[config.mk]
export PLATFORM = sky130hd
export DESIGN_NAME = uart_loopback
export DESIGN_NICKNAME = d
export VERILOG_FILES = /design/src/design/uart_pkg.sv /design/src/design/byte_fifo.sv /design/src/design/uart_loopback.sv /design/src/design/uart_rx.sv /design/src/design/uart_tx.sv
export SDC_FILE = /design/constraint.sdc
export NUM_CORES = 1
export LEC_CHECK = 0
export BUFFER_PORTS_ARGS = -buffer_cell sky130_fd_sc_hd__buf_2
export CAP_MARGIN = 20
export CORE_UTILIZATION = 59
export CTS_BUF_LIST = sky130_fd_sc_hd__clkbuf_2
export CTS_CLUSTER_SIZE = 20
export DETAILED_ROUTE_END_ITERATION = 7
export PLACE_DENSITY = 0.81
export SLEW_MARGIN = 30
export SYNTH_ARGS = -nofsm -noshare
export SYNTH_HDL_FRONTEND = slang
export SYNTH_HIERARCHICAL = 1
export SYNTH_SLANG_ARGS = --single-unit
[constraint.sdc]
create_clock -name clk_50Mhz -period 2.8 [get_ports clk_50Mhz]
set_input_delay 0.56 -clock clk_50Mhz [delete_from_list [all_inputs] [get_ports clk_50Mhz]]
set_output_delay 0.56 -clock clk_50Mhz [all_outputs]
set_load 0.01 [all_outputs]
[src/design/uart_pkg.sv]
package uart_pkg;

    //////////////////////////////////////////////////////////////////////
    // Data types
    //////////////////////////////////////////////////////////////////////

    // One data byte as it travels on the line
    typedef logic [7:0] uart_byte_t;

    //////////////////////////////////////////////////////////////////////
    // Frame format
    //////////////////////////////////////////////////////////////////////

    // Data bits per frame, no parity
    localparam int data_bits = 8;

    // Line level while nothing is sent
    localparam logic line_idle = 1'b1;

    // Start bit pulls the line low
    localparam logic start_level = 1'b0;

    // Single stop bit, high
    localparam logic stop_level = 1'b1;

    //////////////////////////////////////////////////////////////////////
    // Baud rate
    //////////////////////////////////////////////////////////////////////

    // 50 MHz / 115200 baud, rounded down
    localparam int default_clks_per_bit = 434;

endpackage

[src/design/byte_fifo.sv]
`timescale 1ns/1ps

module byte_fifo
    import uart_pkg::*;
#(
    // Must be a power of two, pointers wrap naturally
    parameter int fifo_depth = 16
) (
    input  logic       clk_50Mhz,
    input  logic       reset,
    input  uart_byte_t wr_byte,
    input  logic       wr,
    input  logic       rd,
    output uart_byte_t head_byte,
    output logic       not_empty,
    output logic       full
);

    localparam int ptr_w = $clog2(fifo_depth);

    // Storage
    uart_byte_t       mem [fifo_depth];

    // Pointers and occupancy
    logic [ptr_w-1:0] wr_ptr;
    logic [ptr_w-1:0] rd_ptr;
    logic [ptr_w:0]   count;

    // Qualified requests
    logic             do_wr;
    logic             do_rd;

    // Write when full and read when empty are ignored
    assign do_wr = wr && !full;
    assign do_rd = rd && not_empty;

    //////////////////////////////////////////////////////////////////////
    // Pointer and count update
    //////////////////////////////////////////////////////////////////////

    always_ff @(posedge clk_50Mhz) begin
        if (reset) begin
            wr_ptr <= '0;
            rd_ptr <= '0;
            count  <= '0;
        end else begin
            if (do_wr) begin
                wr_ptr <= wr_ptr + 1'b1;
            end
            if (do_rd) begin
                rd_ptr <= rd_ptr + 1'b1;
            end
            // Simultaneous push and pop leaves count alone
            case ({do_wr, do_rd})
                2'b10:   count <= count + 1'b1;
                2'b01:   count <= count - 1'b1;
                default: count <= count;
            endcase
        end
    end

    // Array write
    always_ff @(posedge clk_50Mhz) begin
        if (do_wr) begin
            mem[wr_ptr] <= wr_byte;
        end
    end

    // Head is read straight out, valid a cycle after the write
    assign head_byte = mem[rd_ptr];
    assign not_empty = (count != '0);
    assign full      = (count == (ptr_w + 1)'(fifo_depth));

    // Receiver overran the buffer, byte lost
    no_write_when_full: assert property (
        @(posedge clk_50Mhz) disable iff (reset) wr |-> !full
    ) else $error("byte_fifo: write while full, byte dropped");

    // Pop logic must follow not_empty
    no_read_when_empty: assert property (
        @(posedge clk_50Mhz) disable iff (reset) rd |-> not_empty
    ) else $error("byte_fifo: read while empty");

endmodule

[src/design/uart_loopback.sv]
`timescale 1ns/1ps

module uart_loopback
    import uart_pkg::*;
#(
    parameter int clks_per_bit = default_clks_per_bit,
    parameter int fifo_depth   = 16
) (
    input  logic clk_50Mhz,
    input  logic reset,
    input  logic rxd,
    output logic txd
);

    uart_byte_t rx_byte;
    uart_byte_t head_byte;
    logic       rx_strobe;
    logic       not_empty;
    logic       tx_idle;
    logic       load;

    //////////////////////////////////////////////////////////////////////
    // Echo control
    //////////////////////////////////////////////////////////////////////

    // Pop and load together, tx_idle drops next cycle so one pulse only
    assign load = not_empty && tx_idle;

    // Receiver, produces framed bytes
    uart_rx #(
        .clks_per_bit (clks_per_bit)
    ) u_rx (
        .clk_50Mhz (clk_50Mhz),
        .reset     (reset),
        .rxd       (rxd),
        .rx_byte   (rx_byte),
        .rx_strobe (rx_strobe)
    );

    // Queue while the transmitter is busy
    byte_fifo #(
        .fifo_depth (fifo_depth)
    ) u_fifo (
        .clk_50Mhz (clk_50Mhz),
        .reset     (reset),
        .wr_byte   (rx_byte),
        .wr        (rx_strobe),
        .rd        (load),
        .head_byte (head_byte),
        .not_empty (not_empty),
        // Overflow is caught inside the FIFO
        .full      ()
    );

    // Transmitter, echoes the head byte
    uart_tx #(
        .clks_per_bit (clks_per_bit)
    ) u_tx (
        .clk_50Mhz (clk_50Mhz),
        .reset     (reset),
        .tx_byte   (head_byte),
        .load      (load),
        .txd       (txd),
        .tx_idle   (tx_idle)
    );

endmodule

[src/design/uart_rx.sv]
`timescale 1ns/1ps

module uart_rx
    import uart_pkg::*;
#(
    parameter int clks_per_bit = default_clks_per_bit
) (
    input  logic       clk_50Mhz,
    input  logic       reset,
    input  logic       rxd,
    output uart_byte_t rx_byte,
    output logic       rx_strobe
);

    // Counter widths
    localparam int cnt_w = $clog2(clks_per_bit);
    localparam int idx_w = $clog2(data_bits);

    // Last cycle of a bit period
    localparam logic [cnt_w-1:0] last_cnt = cnt_w'(clks_per_bit - 1);
    // Middle of the start bit
    localparam logic [cnt_w-1:0] half_cnt = cnt_w'((clks_per_bit - 1) / 2);
    localparam logic [idx_w-1:0] last_idx = idx_w'(data_bits - 1);

    typedef enum logic [1:0] {
        rx_idle,
        rx_start,
        rx_data,
        rx_stop
    } rx_state_t;

    rx_state_t        state;
    logic [1:0]       rxd_sync;
    logic             rxd_s;
    logic [cnt_w-1:0] bit_cnt;
    logic [idx_w-1:0] bit_idx;
    uart_byte_t       shift_reg;
    logic             sample_tick;

    //////////////////////////////////////////////////////////////////////
    // Input synchronizer
    //////////////////////////////////////////////////////////////////////

    // Two flops, reset to idle level so no false start
    always_ff @(posedge clk_50Mhz) begin
        if (reset) begin
            rxd_sync <= {2{line_idle}};
        end else begin
            rxd_sync <= {rxd_sync[0], rxd};
        end
    end

    assign rxd_s = rxd_sync[1];

    // Mid-bit sample point once aligned past the start bit
    assign sample_tick = (bit_cnt == last_cnt);

    //////////////////////////////////////////////////////////////////////
    // Frame FSM
    //////////////////////////////////////////////////////////////////////

    always_ff @(posedge clk_50Mhz) begin
        if (reset) begin
            state     <= rx_idle;
            bit_cnt   <= '0;
            bit_idx   <= '0;
            rx_strobe <= 1'b0;
        end else begin
            // Strobe lasts one cycle only
            rx_strobe <= 1'b0;
            case (state)
                rx_idle: begin
                    bit_cnt <= '0;
                    bit_idx <= '0;
                    // Falling edge opens a frame
                    if (rxd_s == start_level) begin
                        state <= rx_start;
                    end
                end
                rx_start: begin
                    // Glitch, line went back high
                    if (rxd_s != start_level) begin
                        state <= rx_idle;
                    end else if (bit_cnt == half_cnt) begin
                        // Now centred, count full periods from here
                        bit_cnt <= '0;
                        state   <= rx_data;
                    end else begin
                        bit_cnt <= bit_cnt + 1'b1;
                    end
                end
                rx_data: begin
                    if (sample_tick) begin
                        bit_cnt <= '0;
                        if (bit_idx == last_idx) begin
                            state <= rx_stop;
                        end else begin
                            bit_idx <= bit_idx + 1'b1;
                        end
                    end else begin
                        bit_cnt <= bit_cnt + 1'b1;
                    end
                end
                rx_stop: begin
                    if (sample_tick) begin
                        // Bad stop bit drops the frame
                        rx_strobe <= (rxd_s == stop_level);
                        state     <= rx_idle;
                    end else begin
                        bit_cnt <= bit_cnt + 1'b1;
                    end
                end
                default: begin
                    state <= rx_idle;
                end
            endcase
        end
    end

    // Data path, LSB arrives first so shift in from the top
    always_ff @(posedge clk_50Mhz) begin
        if (state == rx_data && sample_tick) begin
            shift_reg <= {rxd_s, shift_reg[data_bits-1:1]};
        end
        if (state == rx_stop && sample_tick && rxd_s == stop_level) begin
            rx_byte <= shift_reg;
        end
    end

    // Frames are ~10 bit periods apart, strobe can never repeat
    rx_strobe_single: assert property (
        @(posedge clk_50Mhz) disable iff (reset) rx_strobe |=> !rx_strobe
    ) else $error("uart_rx: rx_strobe high on consecutive cycles");

endmodule

[src/design/uart_tx.sv]
`timescale 1ns/1ps

module uart_tx
    import uart_pkg::*;
#(
    parameter int clks_per_bit = default_clks_per_bit
) (
    input  logic       clk_50Mhz,
    input  logic       reset,
    input  uart_byte_t tx_byte,
    input  logic       load,
    output logic       txd,
    output logic       tx_idle
);

    localparam int cnt_w = $clog2(clks_per_bit);
    localparam int idx_w = $clog2(data_bits);

    localparam logic [cnt_w-1:0] last_cnt = cnt_w'(clks_per_bit - 1);
    localparam logic [idx_w-1:0] last_idx = idx_w'(data_bits - 1);

    typedef enum logic [1:0] {
        tx_wait,
        tx_start,
        tx_data,
        tx_stop
    } tx_state_t;

    tx_state_t        state;
    logic [cnt_w-1:0] bit_cnt;
    logic [idx_w-1:0] bit_idx;
    uart_byte_t       shift_reg;
    logic             bit_end;

    // Last cycle of the current bit on the line
    assign bit_end = (bit_cnt == last_cnt);

    //////////////////////////////////////////////////////////////////////
    // Frame FSM
    //////////////////////////////////////////////////////////////////////

    always_ff @(posedge clk_50Mhz) begin
        if (reset) begin
            state   <= tx_wait;
            bit_cnt <= '0;
            bit_idx <= '0;
            txd     <= line_idle;
            tx_idle <= 1'b1;
        end else begin
            case (state)
                tx_wait: begin
                    bit_cnt <= '0;
                    bit_idx <= '0;
                    // Start bit on the line next cycle
                    if (load) begin
                        txd     <= start_level;
                        tx_idle <= 1'b0;
                        state   <= tx_start;
                    end
                end
                tx_start: begin
                    if (bit_end) begin
                        bit_cnt <= '0;
                        txd     <= shift_reg[0];
                        state   <= tx_data;
                    end else begin
                        bit_cnt <= bit_cnt + 1'b1;
                    end
                end
                tx_data: begin
                    if (bit_end) begin
                        bit_cnt <= '0;
                        if (bit_idx == last_idx) begin
                            txd   <= stop_level;
                            state <= tx_stop;
                        end else begin
                            bit_idx <= bit_idx + 1'b1;
                            txd     <= shift_reg[0];
                        end
                    end else begin
                        bit_cnt <= bit_cnt + 1'b1;
                    end
                end
                tx_stop: begin
                    // Line stays high, ready for the next byte
                    if (bit_end) begin
                        tx_idle <= 1'b1;
                        state   <= tx_wait;
                    end else begin
                        bit_cnt <= bit_cnt + 1'b1;
                    end
                end
                default: begin
                    state <= tx_wait;
                end
            endcase
        end
    end

    // Byte latch and shifter, LSB goes out first
    always_ff @(posedge clk_50Mhz) begin
        if (state == tx_wait && load) begin
            shift_reg <= tx_byte;
        end else if (bit_end && (state == tx_start || state == tx_data)) begin
            shift_reg <= shift_reg >> 1;
        end
    end

    // Load from the top must wait for tx_idle
    load_only_when_idle: assert property (
        @(posedge clk_50Mhz) disable iff (reset) load |-> tx_idle
    ) else $error("uart_tx: load while a frame is in progress");

endmodule

After elaboration in Yosys (flattened, before gate mapping). Memories as Yosys holds them, arrays and structs flattened. A register that Yosys moved wholly into a read port is not among the register bits. Index checks and enable logic that the tools add are counted.

Register bits after elaboration: 70. Bits in latches: 0. Bits in writable memories: 128. Memory bits (read-only): 0. Output and inout port bits: 1. Logic and storage cells: 125. Memories kept: 1.

Add/sub/neg operators: 8. Multipliers: 0. Divide/modulo/power cells: 0. $lt $le $gt $ge: 0. Eq/ne operators: 29. Shifts and indexed selects: 0. Multiplexer cells: 41. Bitwise operators: 2. Reduce and logical (&&, ||, !) cells: 28.

Memory list: u_fifo.mem (depth 16, bits a word 8, rd ports 1, clocked after Yosys merged registers in 1, wr ports 1, line byte_fifo.sv:22) `uart_byte_t mem [fifo_depth];`.

Operators with widths (count): $mux W9 (6); $pmux W9 S4 (1); $pmux W9 S3 (1); $mux W2 (11); $add A9 B1 Y9 const B (2); $eq A9 B9 Y1 const B (2); $mux W8 (2); $pmux W2 S4 (2); $ne A2 B1 Y1 const B (7); $ne A2 B2 Y1 const B (7); $mux W3 (4); $pmux W3 S2 (2); $eq A2 B2 Y1 const B (5); $pmux W5 S2 (1); $reduce_and A5 Y1 (2); $reduce_bool A2 Y1 (5); $eq A9 B8 Y1 const B (1); $reduce_and A3 Y1 (3); $add A4 B1 Y4 const B (2); $logic_and A1 B1 Y1 (8); $mux W4 (2); $mux W1 (7); $add A3 B1 Y3 const B (2); $eq A2 B1 Y1 const B (3); 17 further kinds (20).

Logic depth before layout (Yosys ltp).
Depth after elaboration: 5. Mapped depth: 12. Mapped depth without buffers: 11.

By module. The synthesis kept the hierarchy.

By module, submodules not included: byte_fifo (times used 1, cells an instance 295, area an instance 5731.7 µm², seq. area each 4184.0 µm²); uart_rx (times used 1, cells an instance 124, area an instance 1416.4 µm², seq. area each 820.8 µm²); uart_tx (times used 1, cells an instance 123, area an instance 1262.5 µm², seq. area each 560.5 µm²); uart_loopback (times used 1, cells an instance 1, area an instance 6.3 µm², seq. area each 0.0 µm²).

Worst setup path after synthesis. Ideal clock, no wire load.

Path kind: register to register. Start point: register u_fifo.count[2]. End point: register u_fifo.count[4]. Library setup time: 123 ps. Arrival time: 2811 ps. Required time: 2677 ps. Setup slack: -134 ps. Cell stages (with the launch flop): 13. Buffers on the path: 1. Clock period less this slack: 2934 ps. Cell sequence: dfxtp_1 -> buf_2 -> nor4_4 -> nand2_1 -> and2_1 -> a21boi_1 -> ha_1 -> xor2_1 -> ha_1 -> nor4b_1 -> a21oi_1 -> o32ai_1 -> mux2_1.

Word-level cells in the longest chain between the ends: 5.

RTL lines: start, declared (line byte_fifo.sv:27) `logic [ptr_w:0] count;`; start signal, assigned (line byte_fifo.sv:55) `2'b10: count <= count + 1'b1;`; start signal, assigned (line byte_fifo.sv:56) `2'b01: count <= count - 1'b1;`; start signal, assigned (line byte_fifo.sv:57) `default: count <= count;`; $reduce_bool A5 Y1 (*) (line byte_fifo.sv:71) `assign not_empty = (count != '0);`; net not_empty (line uart_loopback.sv:18) `logic not_empty;`; $logic_and A1 B1 Y1 (*) (line uart_loopback.sv:27) `assign load = not_empty && tx_idle;`; net load (line uart_loopback.sv:20) `logic load;`; $logic_and A1 B1 Y1 (*) (line byte_fifo.sv:35) `assign do_rd = rd && not_empty;`; net u_fifo.do_rd (line byte_fifo.sv:31) `logic do_rd;`; $eq A2 B1 Y1 or $eq A2 B2 Y1 (tied branches) (line byte_fifo.sv:54) `case ({do_wr, do_rd})`; $pmux W5 S2 or $reduce_bool A2 Y1 (tied branches).

The timed path passes the listed nets; every way through them passes the cells marked *. A chain may end at the register's enable or synchronous reset.

Worst setup path after layout. Ends and elaborated chain as after synthesis.

==> reports/qor.csv <==
metric;value;unit
worstMarginPinSlew;696;ps
routabilityCongestion;0.854;
dp_hpwl;9.93;mm
drc;0;
ir_worst_vdd;256;uV
netlist_area;8410;um^2
nFillCells;925;
drtIter0Drc;442;
maxCapViolCount;0;
hold_path_class;in2reg;
route.met2.wl;7.78;mm
post-place-ws;-32.3;ps
totalWireLength;15.2;mm
ys.warnings.count;6;
period_share;0.988;
die_area;14700;um^2
slew_violations;0;
hold_viol;0;
rows;43;
syn_nets;566;
setup_violations;0;
io-pin-count;4;
clockBufferDepth;3;
period_needed;2770;ps
crit_required;3440;ps
skew;40.1;ps
core_area;13900;um^2
grt_pass1_wl;24.3;mm
multiInputGateArea;2740;um^2
cts_tree;yes;
slowest_delay;380;ps
synthToLayoutAreaGrowth;11.4;%
regMostFlops;u_fifo/mem;
vias_per_cell;5.85;
top_regs;u_fifo/mem: 128 flops, u_rx/bit_cnt: 9 flops, u_tx/bit_cnt: 9 flops;
fmax;361;MHz
clock_latency;780;ps
grt_pass1_vias;4868;
grt_start_max_net_pins;33;
leakage;3.20;nW
path_buf_inv;0;
grt_overflow;0;
startpoint_type;register;
die_x;121;um
seqCellArea;5570;um^2
worst_ep_arrival_time;3410;ps
endpoint_kind;register;
die_y;121;um
crit_chain;nor4_4, nand2_1, and2_4, a21boi_4, ha_4, xor2_1, ha_2, nor4b_4, a21oi_2, o32ai_2, mux2_1;
clock-sinks;202;
wirelength_met1;6.22;mm
route.met3.wl;854;um
crit_fanout;5;
critPathSlowestCell;dfxtp_4;
antenna_found_initial;1;
cts_made_buffers;49;
critical-path-top-delay-family;simple AND/OR/NAND/NOR gates;
vias;4828;
drt-pass1-iter-count;5;
drive_gt1_frac;0.279;
slew_headroom;0.534;
start_util;0.606;
wl_per_cell;18.4;um
postSynthCellCount;542;
power-per-cell-area;557;nW/um^2
r2r_slack;30;ps
setup_ws;33.6;ps
clk_pin_slew;100;ps
tns;0;ps
crit_type;reg2reg;
htree_levels;2;
numPortBuffers;3;
root_buffer;clkbuf_2;
syn_area_per_cell;15.5;um^2
track_usage;0.219;
topRoutingLayerUsed;met4;
largest_reg_flops;128;
outcome;complete, no violations;
nets;632;
ant_nets;0;
==> path summary, 6_finish.rpt <==
kind,cells after the start,from,to
max reg2reg,11,u_fifo/count[2],u_fifo/count[4]
min reg2reg,1,u_rx/rxd_sync[0],u_rx/rxd_sync[1]
max,11,u_fifo/count[2],u_fifo/count[4]
min,2,reset,u_rx/state[0]
==> layout make-up <==
class / count / share of cell area
Antenna cell: 1 / 0.000267
Clock buffer: 68 / 0.0363
Clock inverter: 20 / 0.0139
Inverter: 16 / 0.00641
Multi-Input combinational cell: 303 / 0.293
Sequential cell: 202 / 0.595
Tap cell: 180 / 0.0240
Timing Repair Buffer: 36 / 0.0310
==> metrics by stage <==
| stage | hold slack [ps] | total power, mW | instances | instance area, um^2 | utilization |
|---|---|---|---|---|---|
| floorplan | 383 | 3.30 | 542 | 8430 | - |
| global placement | 387 | 3.32 | 731 | 8800 | 0.634 |
| detailed placement | 410 | 3.32 | 731 | 8800 | 0.634 |
| CTS | 37.1 | 5.29 | 820 | 9300 | 0.670 |
| global route | 49.6 | 5.45 | 826 | 9370 | 0.675 |
| finish | 117 | 5.21 | 826 | 9370 | 0.675 |
==> routing by layer <==
metal	GRT usage	vias up
met5	0	-
met4	0.0856	0
met3	0.0550	38
met2	0.358	144
met1	0.281	2397
li1	-	2249
==> report_power, final <==
| group | switching (mW) | internal (mW) | leakage (nW) |
|---|---|---|---|
| Sequential | 0.00899 | 3.18 | 1.77 |
| Combinational | 0.0417 | 0.0256 | 1.08 |
| Clock | 1.12 | 0.843 | 0.346 |
==> repair_timing <==
action                                  4_1_cts  5_1_grt
resized for setup                             2        8
endpoints found under the setup margin        1        1
setup buffers                                 0        5
hold buffers                                  1        0
endpoints found under the hold margin         1        0
pin swaps                                     2        5
==> placed cells by master (no fill, tap or decap), types with 3 or more instances in the layout <==
cell,instances
nand4_1,6
nand3_1,11
mux2i_1,5
mux2_2,9
clkbuf_2,68
clkinv_1,15
nor2b_1,5
inv_1,16
nand2b_1,8
ha_1,19
edfxtp_1,152
nand2_1,25
nor2_1,54
o21ai_0,7
buf_2,3
nor3_1,11
dfxtp_2,4
xor2_1,11
o21ai_1,6
buf_4,30
a21oi_1,15
dfxtp_1,45
xnor2_1,9
a211oi_1,4
or3_1,4
mux4_2,40
Power figures use the tool's default switching activity.
